===== config.mk =====
export PLATFORM = sky130hd
export DESIGN_NAME = bus_ctrl_top
export DESIGN_NICKNAME = d
export VERILOG_FILES = /design/src/bus_ctrl_pkg.sv /design/src/bus_ctrl_top.sv /design/src/fifo_flag_monitor.sv /design/src/host_port.sv /design/src/readback_mux.sv /design/src/setting_bank.sv /design/src/sfp_status_mon.sv
export SDC_FILE = /design/constraint.sdc
export NUM_CORES = 1
export LEC_CHECK = 0
export ABC_CLOCK_PERIOD_IN_PS = 3200
export BUFFER_PORTS_ARGS = -buffer_cell sky130_fd_sc_hd__buf_2
export CORE_ASPECT_RATIO = 1.2
export CORE_MARGIN = 1.5
export CORE_UTILIZATION = 45
export DETAILED_ROUTE_END_ITERATION = 16
export HOLD_SLACK_MARGIN = 0.08
export PLACE_DENSITY_LB_ADDON = 0.1
export REMOVE_ABC_BUFFERS = 1
export SYNTH_ARGS = -nofsm -noshare
export SYNTH_HDL_FRONTEND = slang
export SYNTH_SLANG_ARGS = --single-unit

===== constraint.sdc =====
create_clock -name clk -period 3.2 [get_ports clk]
set_clock_uncertainty 0.05 [all_clocks]
set_input_delay 0.48 -clock clk [delete_from_list [all_inputs] [get_ports clk]]
set_output_delay 0.48 -clock clk [all_outputs]
set_load 0.005 [all_outputs]

===== src/bus_ctrl_pkg.sv =====
/*
 * Board-control register map: addresses, field widths, reset values
 */
`default_nettype none

package bus_ctrl_pkg;

   // ------------------------------------------------------------------
   // Bus widths
   // ------------------------------------------------------------------
   // Settings and readback share one address width
   localparam int SR_AWIDTH = 8;
   localparam int DATA_W    = 32;

   // ------------------------------------------------------------------
   // Settings (write) addresses
   // ------------------------------------------------------------------
   localparam logic [SR_AWIDTH-1:0] SR_LEDS       = 8'd0;
   localparam logic [SR_AWIDTH-1:0] SR_SW_RST     = 8'd1;
   localparam logic [SR_AWIDTH-1:0] SR_CLOCK_CTRL = 8'd2;
   // Rate select for each SFP+ cage
   localparam logic [SR_AWIDTH-1:0] SR_SFPP_CTRL0 = 8'd8;
   localparam logic [SR_AWIDTH-1:0] SR_SFPP_CTRL1 = 8'd9;
   // Any write here clears the sticky FIFO flags
   localparam logic [SR_AWIDTH-1:0] SR_FIFOFLAGS  = 8'd10;

   // ------------------------------------------------------------------
   // Readback addresses
   // ------------------------------------------------------------------
   localparam logic [SR_AWIDTH-1:0] RB_COUNTER      = 8'd0;
   localparam logic [SR_AWIDTH-1:0] RB_CLK_STATUS   = 8'd3;
   localparam logic [SR_AWIDTH-1:0] RB_COMPAT_NUM   = 8'd6;
   // Reading a cage status word clears its changed bits
   localparam logic [SR_AWIDTH-1:0] RB_SFPP_STATUS0 = 8'd8;
   localparam logic [SR_AWIDTH-1:0] RB_SFPP_STATUS1 = 8'd9;
   localparam logic [SR_AWIDTH-1:0] RB_FIFOFLAGS    = 8'd10;

   // Field widths
   localparam int LEDS_W         = 8;
   localparam int SW_RST_W       = 4;
   localparam int CLOCK_CTRL_W   = 7;
   localparam int SFPP_CTRL_W    = 2;
   localparam int CLOCK_STATUS_W = 5;
   localparam int PHY_STATUS_W   = 16;

   // Reset values
   localparam logic [LEDS_W-1:0]      LEDS_RESET       = '0;
   localparam logic [SW_RST_W-1:0]    SW_RST_RESET     = '0;
   // Bit 6 keeps the disciplined oscillator on out of reset
   localparam logic [CLOCK_CTRL_W-1:0] CLOCK_CTRL_RESET = 7'b100_0000;
   // Pads released, no rate-select pull-down
   localparam logic [SFPP_CTRL_W-1:0] SFPP_CTRL_RESET  = '0;

   // Compatibility number, major in the upper half
   localparam logic [15:0] COMPAT_MAJOR = 16'd10;
   localparam logic [15:0] COMPAT_MINOR = 16'd0;

endpackage

`default_nettype wire


===== src/bus_ctrl_top.sv =====
/*
 * Board-control register block for the bus clock domain
 */
`timescale 1ns/100ps
`default_nettype none

module bus_ctrl_top #(
   parameter int NUM_FIFO_FLAGS = 4
) (
   input  wire                                     clk,
   input  wire                                     reset,
   // Host port
   input  wire                                     i_req,
   input  wire                                     i_we,
   input  wire [bus_ctrl_pkg::SR_AWIDTH-1:0]       i_addr,
   input  wire [bus_ctrl_pkg::DATA_W-1:0]          i_wdata,
   output logic                                    o_ack,
   output logic [bus_ctrl_pkg::DATA_W-1:0]         o_rdata,
   // SFP+ cage 0
   input  wire                                     i_sfpp0_mod_abs,
   input  wire                                     i_sfpp0_tx_fault,
   input  wire                                     i_sfpp0_rx_los,
   input  wire [bus_ctrl_pkg::PHY_STATUS_W-1:0]    i_eth0_phy_status,
   // SFP+ cage 1
   input  wire                                     i_sfpp1_mod_abs,
   input  wire                                     i_sfpp1_tx_fault,
   input  wire                                     i_sfpp1_rx_los,
   input  wire [bus_ctrl_pkg::PHY_STATUS_W-1:0]    i_eth1_phy_status,
   // Board status and control
   input  wire [bus_ctrl_pkg::CLOCK_STATUS_W-1:0]  i_clock_status,
   input  wire [NUM_FIFO_FLAGS-1:0]                i_fifo_flags,
   output logic [bus_ctrl_pkg::LEDS_W-1:0]         o_leds,
   output logic [bus_ctrl_pkg::SW_RST_W-1:0]       o_sw_rst,
   output logic [bus_ctrl_pkg::CLOCK_CTRL_W-1:0]   o_clock_control,
   output logic [bus_ctrl_pkg::SFPP_CTRL_W-1:0]    o_sfpp0_rs_oe,
   output logic [bus_ctrl_pkg::SFPP_CTRL_W-1:0]    o_sfpp1_rs_oe
);

   // Settings and readback buses
   logic                               set_stb;
   logic [bus_ctrl_pkg::SR_AWIDTH-1:0] set_addr;
   logic [bus_ctrl_pkg::DATA_W-1:0]    set_data;
   logic [bus_ctrl_pkg::SR_AWIDTH-1:0] rb_addr;
   logic                               rb_rd_stb;
   logic [bus_ctrl_pkg::DATA_W-1:0]    rb_data;
   // Status words and clears
   logic [bus_ctrl_pkg::DATA_W-1:0]    sfpp0_status;
   logic [bus_ctrl_pkg::DATA_W-1:0]    sfpp1_status;
   logic [bus_ctrl_pkg::DATA_W-1:0]    fifo_flags_word;
   logic                               fifo_clear;
   logic                               clr0;
   logic                               clr1;

   host_port host_port0 (
      .clk(clk), .reset(reset),
      .i_req(i_req), .i_we(i_we), .i_addr(i_addr), .i_wdata(i_wdata),
      .o_ack(o_ack), .o_rdata(o_rdata),
      .o_set_stb(set_stb), .o_set_addr(set_addr), .o_set_data(set_data),
      .o_rb_addr(rb_addr), .o_rb_rd_stb(rb_rd_stb), .i_rb_data(rb_data)
   );

   setting_bank setting_bank0 (
      .clk(clk), .reset(reset),
      .i_set_stb(set_stb), .i_set_addr(set_addr), .i_set_data(set_data),
      .o_leds(o_leds), .o_sw_rst(o_sw_rst), .o_clock_control(o_clock_control),
      .o_sfpp0_rs_oe(o_sfpp0_rs_oe), .o_sfpp1_rs_oe(o_sfpp1_rs_oe),
      .o_fifo_clear(fifo_clear)
   );

   // One monitor per cage
   sfp_status_mon sfp_mon0 (
      .clk(clk), .reset(reset),
      .i_mod_abs(i_sfpp0_mod_abs), .i_tx_fault(i_sfpp0_tx_fault),
      .i_rx_los(i_sfpp0_rx_los), .i_phy_status(i_eth0_phy_status),
      .i_clr(clr0), .o_status(sfpp0_status)
   );

   sfp_status_mon sfp_mon1 (
      .clk(clk), .reset(reset),
      .i_mod_abs(i_sfpp1_mod_abs), .i_tx_fault(i_sfpp1_tx_fault),
      .i_rx_los(i_sfpp1_rx_los), .i_phy_status(i_eth1_phy_status),
      .i_clr(clr1), .o_status(sfpp1_status)
   );

   fifo_flag_monitor #(.NUM_FLAGS(NUM_FIFO_FLAGS)) fifo_mon0 (
      .clk(clk), .reset(reset),
      .i_fifo_flags(i_fifo_flags), .i_clear(fifo_clear), .o_flags(fifo_flags_word)
   );

   readback_mux readback_mux0 (
      .clk(clk), .reset(reset),
      .i_rb_addr(rb_addr), .i_rb_rd_stb(rb_rd_stb),
      .i_clock_status(i_clock_status),
      .i_sfpp0_status(sfpp0_status), .i_sfpp1_status(sfpp1_status),
      .i_fifo_flags(fifo_flags_word),
      .o_rb_data(rb_data), .o_clr0(clr0), .o_clr1(clr1)
   );

endmodule

`default_nettype wire


===== src/fifo_flag_monitor.sv =====
/*
 * Sticky capture of active-low FIFO fault flags
 */
`timescale 1ns/100ps
`default_nettype none

module fifo_flag_monitor #(
   parameter int NUM_FLAGS = 4
) (
   input  wire                             clk,
   input  wire                             reset,
   input  wire [NUM_FLAGS-1:0]             i_fifo_flags,
   // One-cycle clear from the settings bank
   input  wire                             i_clear,
   output logic [bus_ctrl_pkg::DATA_W-1:0] o_flags
);

   logic [NUM_FLAGS-1:0] flags_q;

   // A flag seen low once stays set until cleared
   always_ff @(posedge clk) begin
      if (reset || i_clear)
         flags_q <= '0;
      else
         flags_q <= flags_q | ~i_fifo_flags;
   end

   // Zero-extend into the readback word
   always_comb begin
      o_flags                  = '0;
      o_flags[NUM_FLAGS-1:0]   = flags_q;
   end

endmodule

`default_nettype wire


===== src/host_port.sv =====
/*
 * Host port: four-phase req/ack handshake turned into one settings
 * write strobe or one readback strobe per request
 */
`timescale 1ns/100ps
`default_nettype none

module host_port (
   input  wire                                clk,
   input  wire                                reset,
   // Host side
   input  wire                                i_req,
   input  wire                                i_we,
   input  wire [bus_ctrl_pkg::SR_AWIDTH-1:0]  i_addr,
   input  wire [bus_ctrl_pkg::DATA_W-1:0]     i_wdata,
   output logic                               o_ack,
   output logic [bus_ctrl_pkg::DATA_W-1:0]    o_rdata,
   // Settings bus
   output logic                               o_set_stb,
   output logic [bus_ctrl_pkg::SR_AWIDTH-1:0] o_set_addr,
   output logic [bus_ctrl_pkg::DATA_W-1:0]    o_set_data,
   // Readback bus
   output logic [bus_ctrl_pkg::SR_AWIDTH-1:0] o_rb_addr,
   output logic                               o_rb_rd_stb,
   input  wire [bus_ctrl_pkg::DATA_W-1:0]     i_rb_data
);

   // Handshake states
   localparam logic [1:0] S_IDLE     = 2'd0;
   localparam logic [1:0] S_STROBE   = 2'd1;
   localparam logic [1:0] S_ACK      = 2'd2;
   localparam logic [1:0] S_WAIT_REL = 2'd3;

   logic [1:0]                         state;
   // Request held from acceptance until the next one
   logic                               we_q;
   logic [bus_ctrl_pkg::SR_AWIDTH-1:0] addr_q;
   logic [bus_ctrl_pkg::DATA_W-1:0]    data_q;

   always_ff @(posedge clk) begin
      if (reset) begin
         state <= S_IDLE;
      end else begin
         case (state)
            S_IDLE:     if (i_req) state <= S_STROBE;
            // Exactly one strobe cycle per request
            S_STROBE:   state <= S_ACK;
            // Host may already have dropped req in the first ack cycle
            S_ACK:      state <= i_req ? S_WAIT_REL : S_IDLE;
            S_WAIT_REL: if (!i_req) state <= S_IDLE;
            default:    state <= S_IDLE;
         endcase
      end
   end

   // Latch the request as it is accepted
   always_ff @(posedge clk) begin
      if (state == S_IDLE && i_req) begin
         we_q   <= i_we;
         addr_q <= i_addr;
         data_q <= i_wdata;
      end
   end

   // Read data taken in the strobe cycle, before any read-clear lands
   always_ff @(posedge clk) begin
      if (state == S_STROBE && !we_q)
         o_rdata <= i_rb_data;
   end

   assign o_ack       = (state == S_ACK) || (state == S_WAIT_REL);
   assign o_set_stb   = (state == S_STROBE) && we_q;
   assign o_rb_rd_stb = (state == S_STROBE) && !we_q;
   assign o_set_addr  = addr_q;
   assign o_set_data  = data_q;
   assign o_rb_addr   = addr_q;

endmodule

`default_nettype wire


===== src/readback_mux.sv =====
/*
 * Readback: free-running cycle counter, address decode of the
 * readback word and per-cage read-clear pulses
 */
`timescale 1ns/100ps
`default_nettype none

module readback_mux (
   input  wire                                     clk,
   input  wire                                     reset,
   // Readback bus
   input  wire [bus_ctrl_pkg::SR_AWIDTH-1:0]       i_rb_addr,
   input  wire                                     i_rb_rd_stb,
   // Status sources
   input  wire [bus_ctrl_pkg::CLOCK_STATUS_W-1:0]  i_clock_status,
   input  wire [bus_ctrl_pkg::DATA_W-1:0]          i_sfpp0_status,
   input  wire [bus_ctrl_pkg::DATA_W-1:0]          i_sfpp1_status,
   input  wire [bus_ctrl_pkg::DATA_W-1:0]          i_fifo_flags,
   output logic [bus_ctrl_pkg::DATA_W-1:0]         o_rb_data,
   // Read-clear to each cage monitor
   output logic                                    o_clr0,
   output logic                                    o_clr1
);

   logic [bus_ctrl_pkg::DATA_W-1:0] counter;

   // ------------------------------------------------------------------
   // Cycle counter
   // ------------------------------------------------------------------
   // Wraps silently
   always_ff @(posedge clk) begin
      if (reset)
         counter <= '0;
      else
         counter <= counter + 1'b1;
   end

   // ------------------------------------------------------------------
   // Address decode
   // ------------------------------------------------------------------
   always_comb begin
      // Unknown addresses read zero
      o_rb_data = '0;
      case (i_rb_addr)
         bus_ctrl_pkg::RB_COUNTER:
            o_rb_data = counter;
         bus_ctrl_pkg::RB_CLK_STATUS:
            o_rb_data[bus_ctrl_pkg::CLOCK_STATUS_W-1:0] = i_clock_status;
         bus_ctrl_pkg::RB_COMPAT_NUM:
            o_rb_data = {bus_ctrl_pkg::COMPAT_MAJOR, bus_ctrl_pkg::COMPAT_MINOR};
         bus_ctrl_pkg::RB_SFPP_STATUS0:
            o_rb_data = i_sfpp0_status;
         bus_ctrl_pkg::RB_SFPP_STATUS1:
            o_rb_data = i_sfpp1_status;
         bus_ctrl_pkg::RB_FIFOFLAGS:
            o_rb_data = i_fifo_flags;
         default:
            o_rb_data = '0;
      endcase
   end

   // Clear only the cage actually being read
   assign o_clr0 = i_rb_rd_stb && (i_rb_addr == bus_ctrl_pkg::RB_SFPP_STATUS0);
   assign o_clr1 = i_rb_rd_stb && (i_rb_addr == bus_ctrl_pkg::RB_SFPP_STATUS1);

endmodule

`default_nettype wire


===== src/setting_bank.sv =====
/*
 * Settings bank: write-decoded board control registers
 * and the FIFO-flag clear pulse
 */
`timescale 1ns/100ps
`default_nettype none

module setting_bank (
   input  wire                                   clk,
   input  wire                                   reset,
   // Settings bus
   input  wire                                   i_set_stb,
   input  wire [bus_ctrl_pkg::SR_AWIDTH-1:0]     i_set_addr,
   input  wire [bus_ctrl_pkg::DATA_W-1:0]        i_set_data,
   // Control outputs
   output logic [bus_ctrl_pkg::LEDS_W-1:0]       o_leds,
   output logic [bus_ctrl_pkg::SW_RST_W-1:0]     o_sw_rst,
   output logic [bus_ctrl_pkg::CLOCK_CTRL_W-1:0] o_clock_control,
   output logic [bus_ctrl_pkg::SFPP_CTRL_W-1:0]  o_sfpp0_rs_oe,
   output logic [bus_ctrl_pkg::SFPP_CTRL_W-1:0]  o_sfpp1_rs_oe,
   output logic                                  o_fifo_clear
);

   // ------------------------------------------------------------------
   // Register decode
   // ------------------------------------------------------------------
   // SW_RST bits
   //   [0] PHY reset
   //   [1] radio clock domain reset
   //   [2] radio clock PLL reset
   //   [3] spare
   // SFPP_CTRL bits drive open-drain rate selects RS0 and RS1,
   // a set bit pulls the pad low
   always_ff @(posedge clk) begin
      if (reset) begin
         o_leds          <= bus_ctrl_pkg::LEDS_RESET;
         o_sw_rst        <= bus_ctrl_pkg::SW_RST_RESET;
         o_clock_control <= bus_ctrl_pkg::CLOCK_CTRL_RESET;
         o_sfpp0_rs_oe   <= bus_ctrl_pkg::SFPP_CTRL_RESET;
         o_sfpp1_rs_oe   <= bus_ctrl_pkg::SFPP_CTRL_RESET;
      end else if (i_set_stb) begin
         case (i_set_addr)
            bus_ctrl_pkg::SR_LEDS: begin
               o_leds <= i_set_data[bus_ctrl_pkg::LEDS_W-1:0];
            end
            bus_ctrl_pkg::SR_SW_RST: begin
               o_sw_rst <= i_set_data[bus_ctrl_pkg::SW_RST_W-1:0];
            end
            bus_ctrl_pkg::SR_CLOCK_CTRL: begin
               o_clock_control <= i_set_data[bus_ctrl_pkg::CLOCK_CTRL_W-1:0];
            end
            bus_ctrl_pkg::SR_SFPP_CTRL0: begin
               o_sfpp0_rs_oe <= i_set_data[bus_ctrl_pkg::SFPP_CTRL_W-1:0];
            end
            bus_ctrl_pkg::SR_SFPP_CTRL1: begin
               o_sfpp1_rs_oe <= i_set_data[bus_ctrl_pkg::SFPP_CTRL_W-1:0];
            end
            // Unmapped addresses and SR_FIFOFLAGS leave registers alone
            default: begin
            end
         endcase
      end
   end

   // ------------------------------------------------------------------
   // FIFO flag clear
   // ------------------------------------------------------------------
   // Data ignored, the write itself is the command
   // Pulse lines up with the strobe so the clear lands at the same edge
   assign o_fifo_clear = i_set_stb && (i_set_addr == bus_ctrl_pkg::SR_FIFOFLAGS);

endmodule

`default_nettype wire


===== src/sfp_status_mon.sv =====
/*
 * SFP+ cage monitor: synchronizes module pins and PHY status,
 * latches pin changes until the status word is read
 */
`timescale 1ns/100ps
`default_nettype none

module sfp_status_mon (
   input  wire                                   clk,
   input  wire                                   reset,
   // Asynchronous cage pins
   input  wire                                   i_mod_abs,
   input  wire                                   i_tx_fault,
   input  wire                                   i_rx_los,
   input  wire [bus_ctrl_pkg::PHY_STATUS_W-1:0]  i_phy_status,
   // Read of this cage's status word
   input  wire                                   i_clr,
   output logic [bus_ctrl_pkg::DATA_W-1:0]       o_status
);

   // Module pins in status order, mod_abs highest
   localparam int NUM_PINS = 3;
   localparam int SYNC_W   = bus_ctrl_pkg::PHY_STATUS_W + NUM_PINS;
   // Unused middle of the status word
   localparam int PAD_W    = bus_ctrl_pkg::DATA_W - bus_ctrl_pkg::PHY_STATUS_W - 2 * NUM_PINS;

   logic [SYNC_W-1:0]                    sync_meta;
   logic [SYNC_W-1:0]                    sync_out;
   logic [bus_ctrl_pkg::PHY_STATUS_W-1:0] phy_sync;
   logic [NUM_PINS-1:0]                  pin_sync;
   logic [NUM_PINS-1:0]                  pin_hist;
   logic [NUM_PINS-1:0]                  pin_chgd;

   // ------------------------------------------------------------------
   // Two-flop synchronizer
   // ------------------------------------------------------------------
   // All 19 bits treated as independent asynchronous signals
   always_ff @(posedge clk) begin
      if (reset) begin
         sync_meta <= '0;
         sync_out  <= '0;
      end else begin
         sync_meta <= {i_phy_status, i_mod_abs, i_tx_fault, i_rx_los};
         sync_out  <= sync_meta;
      end
   end

   assign phy_sync = sync_out[SYNC_W-1:NUM_PINS];
   assign pin_sync = sync_out[NUM_PINS-1:0];

   // ------------------------------------------------------------------
   // Change detect
   // ------------------------------------------------------------------
   // One cycle of history per module pin
   always_ff @(posedge clk) begin
      if (reset)
         pin_hist <= '0;
      else
         pin_hist <= pin_sync;
   end

   // Sticky until read, read clear wins over a coincident change
   always_ff @(posedge clk) begin
      if (reset || i_clr)
         pin_chgd <= '0;
      else
         pin_chgd <= pin_chgd | (pin_sync ^ pin_hist);
   end

   // PHY status, pad, changed bits, live pins
   assign o_status = {phy_sync, {PAD_W{1'b0}}, pin_chgd, pin_sync};

endmodule

`default_nettype wire


==> results.ini <==
[floorplan]
initial_core_util_pct = 46.4
io_pins = 147
dieArea_um2 = 16300
num_rows = 49
coreArea_um2 = 15100
die_h_um = 140
die_x_um = 117

[logic_synthesis]
ys_seq_area_share_pct = 63.6
syn-cell-area_um2 = 7000
synth-edff-count = 49
syn_area_per_cell_um2 = 11.4
syn-instance-count = 614
yosys_warnings = 0
async_flop_share_pct = 0
synth.distinct_cells = 44
synth_flop_cell = dfxtp_1
synth_seq_cells = 198

[clock_tree]
cts_root_buf = clkbuf_16
cts_resized = 0
clk_pin_slew_ns = 0.07
htreeDepth = 4
clk_latency_ns = 0.43
cts_buffers = 17
cts_tree = done
cts_hold_buf = 0
clock_path_buffers = 2
cts_setup_buffers = 0
clock_sinks = 198

[setup_path]
cp.arrival_ns = 2.40
end_kind = flop
critPathTopFamily = simple AND/OR/NAND/NOR gates
critical_path_class = reg -> reg
crit_fanout = 16
worstPathCellList = nor4_1 > buf_4 > and3_1 > buf_4 > a222oi_1 > inv_1
start_kind = flop
crit_buf_inv = 3
cp_slowest_stage_delay_ns = 0.49
cp_slowest_cell = and3_1
cp.required_ns = 3.44
cpMostUsedCell = buf_4

[timing]
relSlewSlack_pct = 53.8
fin_crit_sh_pct = 67.4
setup_viol_count_final = 0
fmax_mhz = 464
rsz0062_at_grt = no
final-hold-violation-count = 0
tightest_slew_ns = 0.692
tns_ns = 0
period_needed_ns = 2.16
drv_slew = 0

[route]
firstDrtPassIters = 8
ant_nets = 0
wl_per_cell_um = 14.0
wirelength_mm = 13.2
drc = 0
via_per_inst = 4.96
first_iter_violations = 212
vias = 4709

[finish]
final_core_util_pct = 55.8
synthToLayoutAreaGrowth_pct = 20.2
n_fill_cell = 1373
fin_nets = 824
drive_gt1_share_pct = 23.0
final_cell_mix = dfxtp_1 (149), buf_2 (121), nor2b_1 (87)
final_common_cell = dfxtp_1
insertedDiodeCount = 0

[power]
leakagePower_nw = 3.53
ir_drop_v = 0.000413
power_density_nw_per_um2 = 585

[min_path]
min_path_type = in -> reg

[placed_design]
port_buffers = 122
place_congestion = 0.731
hpwl_mm = 9.33

[global_route]
antenna_found_initial = 0
track_usage_pct = 17.2
grt_max_degree = 66
grt_pass1_wl_mm = 21.7
grt_pass1_vias = 4591
grt-ovfl-total = 0

[outcome]
outcome = completed

[job]
max-cap-violations = 0

-- Yosys cell counts, drive strengths merged (6+ instances only) --
library cell,number,area share (%)
edfxtp,49,21
a221o,6,0.86
buf,11,0.77
o21a,6,0.64
nor2b,87,7.8
mux2i,20,2.9
and3,8,0.71
or3,6,0.54
o31ai,10,1.1
nand3,15,1.1
and2,12,1.1
a21oi,31,2.2
nand2,30,1.6
clkbuf,22,1.2
a222oi,9,1.3
nand4,11,1.2
o21ai,7,0.50
xor2,15,1.9
nor2,41,2.2
or4,13,1.4
dfxtp,149,43
a22oi,9,0.96
and4,6,0.75
inv,18,0.96
-- logic make-up (layout without fill, tap and decap cells) --
kind of cell / after synthesis / after routing / synth area share (%)
fa+ha+maj: 1 / 1 / 0.179
simple gates: 240 / 240 / 19.6
compound gates: 85 / 85 / 8.40
flops: 198 / 198 / 63.6
buf+inv: 51 / 182 / 2.91
mux: 21 / 21 / 3.02
xor+xnor: 18 / 18 / 2.25
-- state kept, by name (all words and copies together) (netlist names), 2 cells and up --
| register | flops |
|---|---|
| sfp_mon1.pin_hist | 3 |
| sfp_mon1.sync_out | 19 |
| sfp_mon0.pin_chgd | 3 |
| setting_bank0.o_sw_rst | 4 |
| host_port0.o_rdata | 32 |
| readback_mux0.counter | 32 |
| setting_bank0.o_sfpp1_rs_oe | 2 |
| setting_bank0.o_sfpp0_rs_oe | 2 |
| sfp_mon0.pin_hist | 3 |
| sfp_mon0.sync_meta | 19 |
| host_port0.state | 2 |
| fifo_mon0.flags_q | 4 |
| host_port0.o_set_data | 8 |
| host_port0.o_rb_addr | 8 |
| sfp_mon1.sync_meta | 19 |
| sfp_mon1.pin_chgd | 3 |
| sfp_mon0.sync_out | 19 |
| setting_bank0.o_leds | 8 |
| setting_bank0.o_clock_control | 7 |
-- final cells by class --
cell class	instances	area (um^2)	share of cell area, %
tap	204	255	3.03
clock inverter	11	81.3	0.966
multi-input combinational	365	2360	28.0
clock buffer	21	514	6.11
timing repair buffer	132	688	8.18
inverter	18	67.6	0.803
sequential	198	4450	52.9
-- final timing paths --
kind                               to  slack (ns)  cells after the start               startpoint
max reg2reg    host_port0.o_rdata[29]        1.04                      6  host_port0.o_rb_addr[5]
max            host_port0.o_rdata[29]        1.04                      6  host_port0.o_rb_addr[5]
min          host_port0.o_set_data[1]        0.18                      1               i_wdata[1]
min reg2reg     sfp_mon1.sync_out[14]        0.38                      1   sfp_mon1.sync_meta[14]
-- where the power goes --
group          total (W)  leakage, nW  switching [W]  internal [W]
Combinational   0.000171         1.56      0.0000859     0.0000856
Clock            0.00207        0.296       0.000906       0.00116
Sequential       0.00268         1.67      0.0000371       0.00265
-- worst reg2reg max path: stages, from the launching register on --
cell	delay, ns
edfxtp_1	0.39
nor4_1	0.29
buf_4	0.21
and3_1	0.50
buf_4	0.33
a222oi_1	0.15
inv_1	0.10
-- per-layer routing --
metal | global-route usage [%] | share of wire, % | wire length (um) | up-vias
met1 | 21.0 | 43 | 5660 | 2199
met3 | 5.27 | 6.2 | 816 | 17
met2 | 28.6 | 50 | 6560 | 115
met5 | 0 | 0 | 0 | -
li1 | - | - | - | 2378
met4 | 5.83 | 1.5 | 204 | 0
-- through the flow --
stage	power, W	std cells	setup slack [ns]	instance area [um^2]	hold WS, ns
after floorplan	0.00281	581	0.657	6870	0.364
after global placement	0.00291	917	1.06	7820	0.371
after detailed placement	0.00292	917	1.01	7820	0.371
after CTS	0.00499	949	1.04	8420	0.158
after global routing	0.00511	949	0.859	8420	0.155
final	0.00492	949	1.04	8420	0.176
No activity file was read; power rests on OpenSTA's default activity.
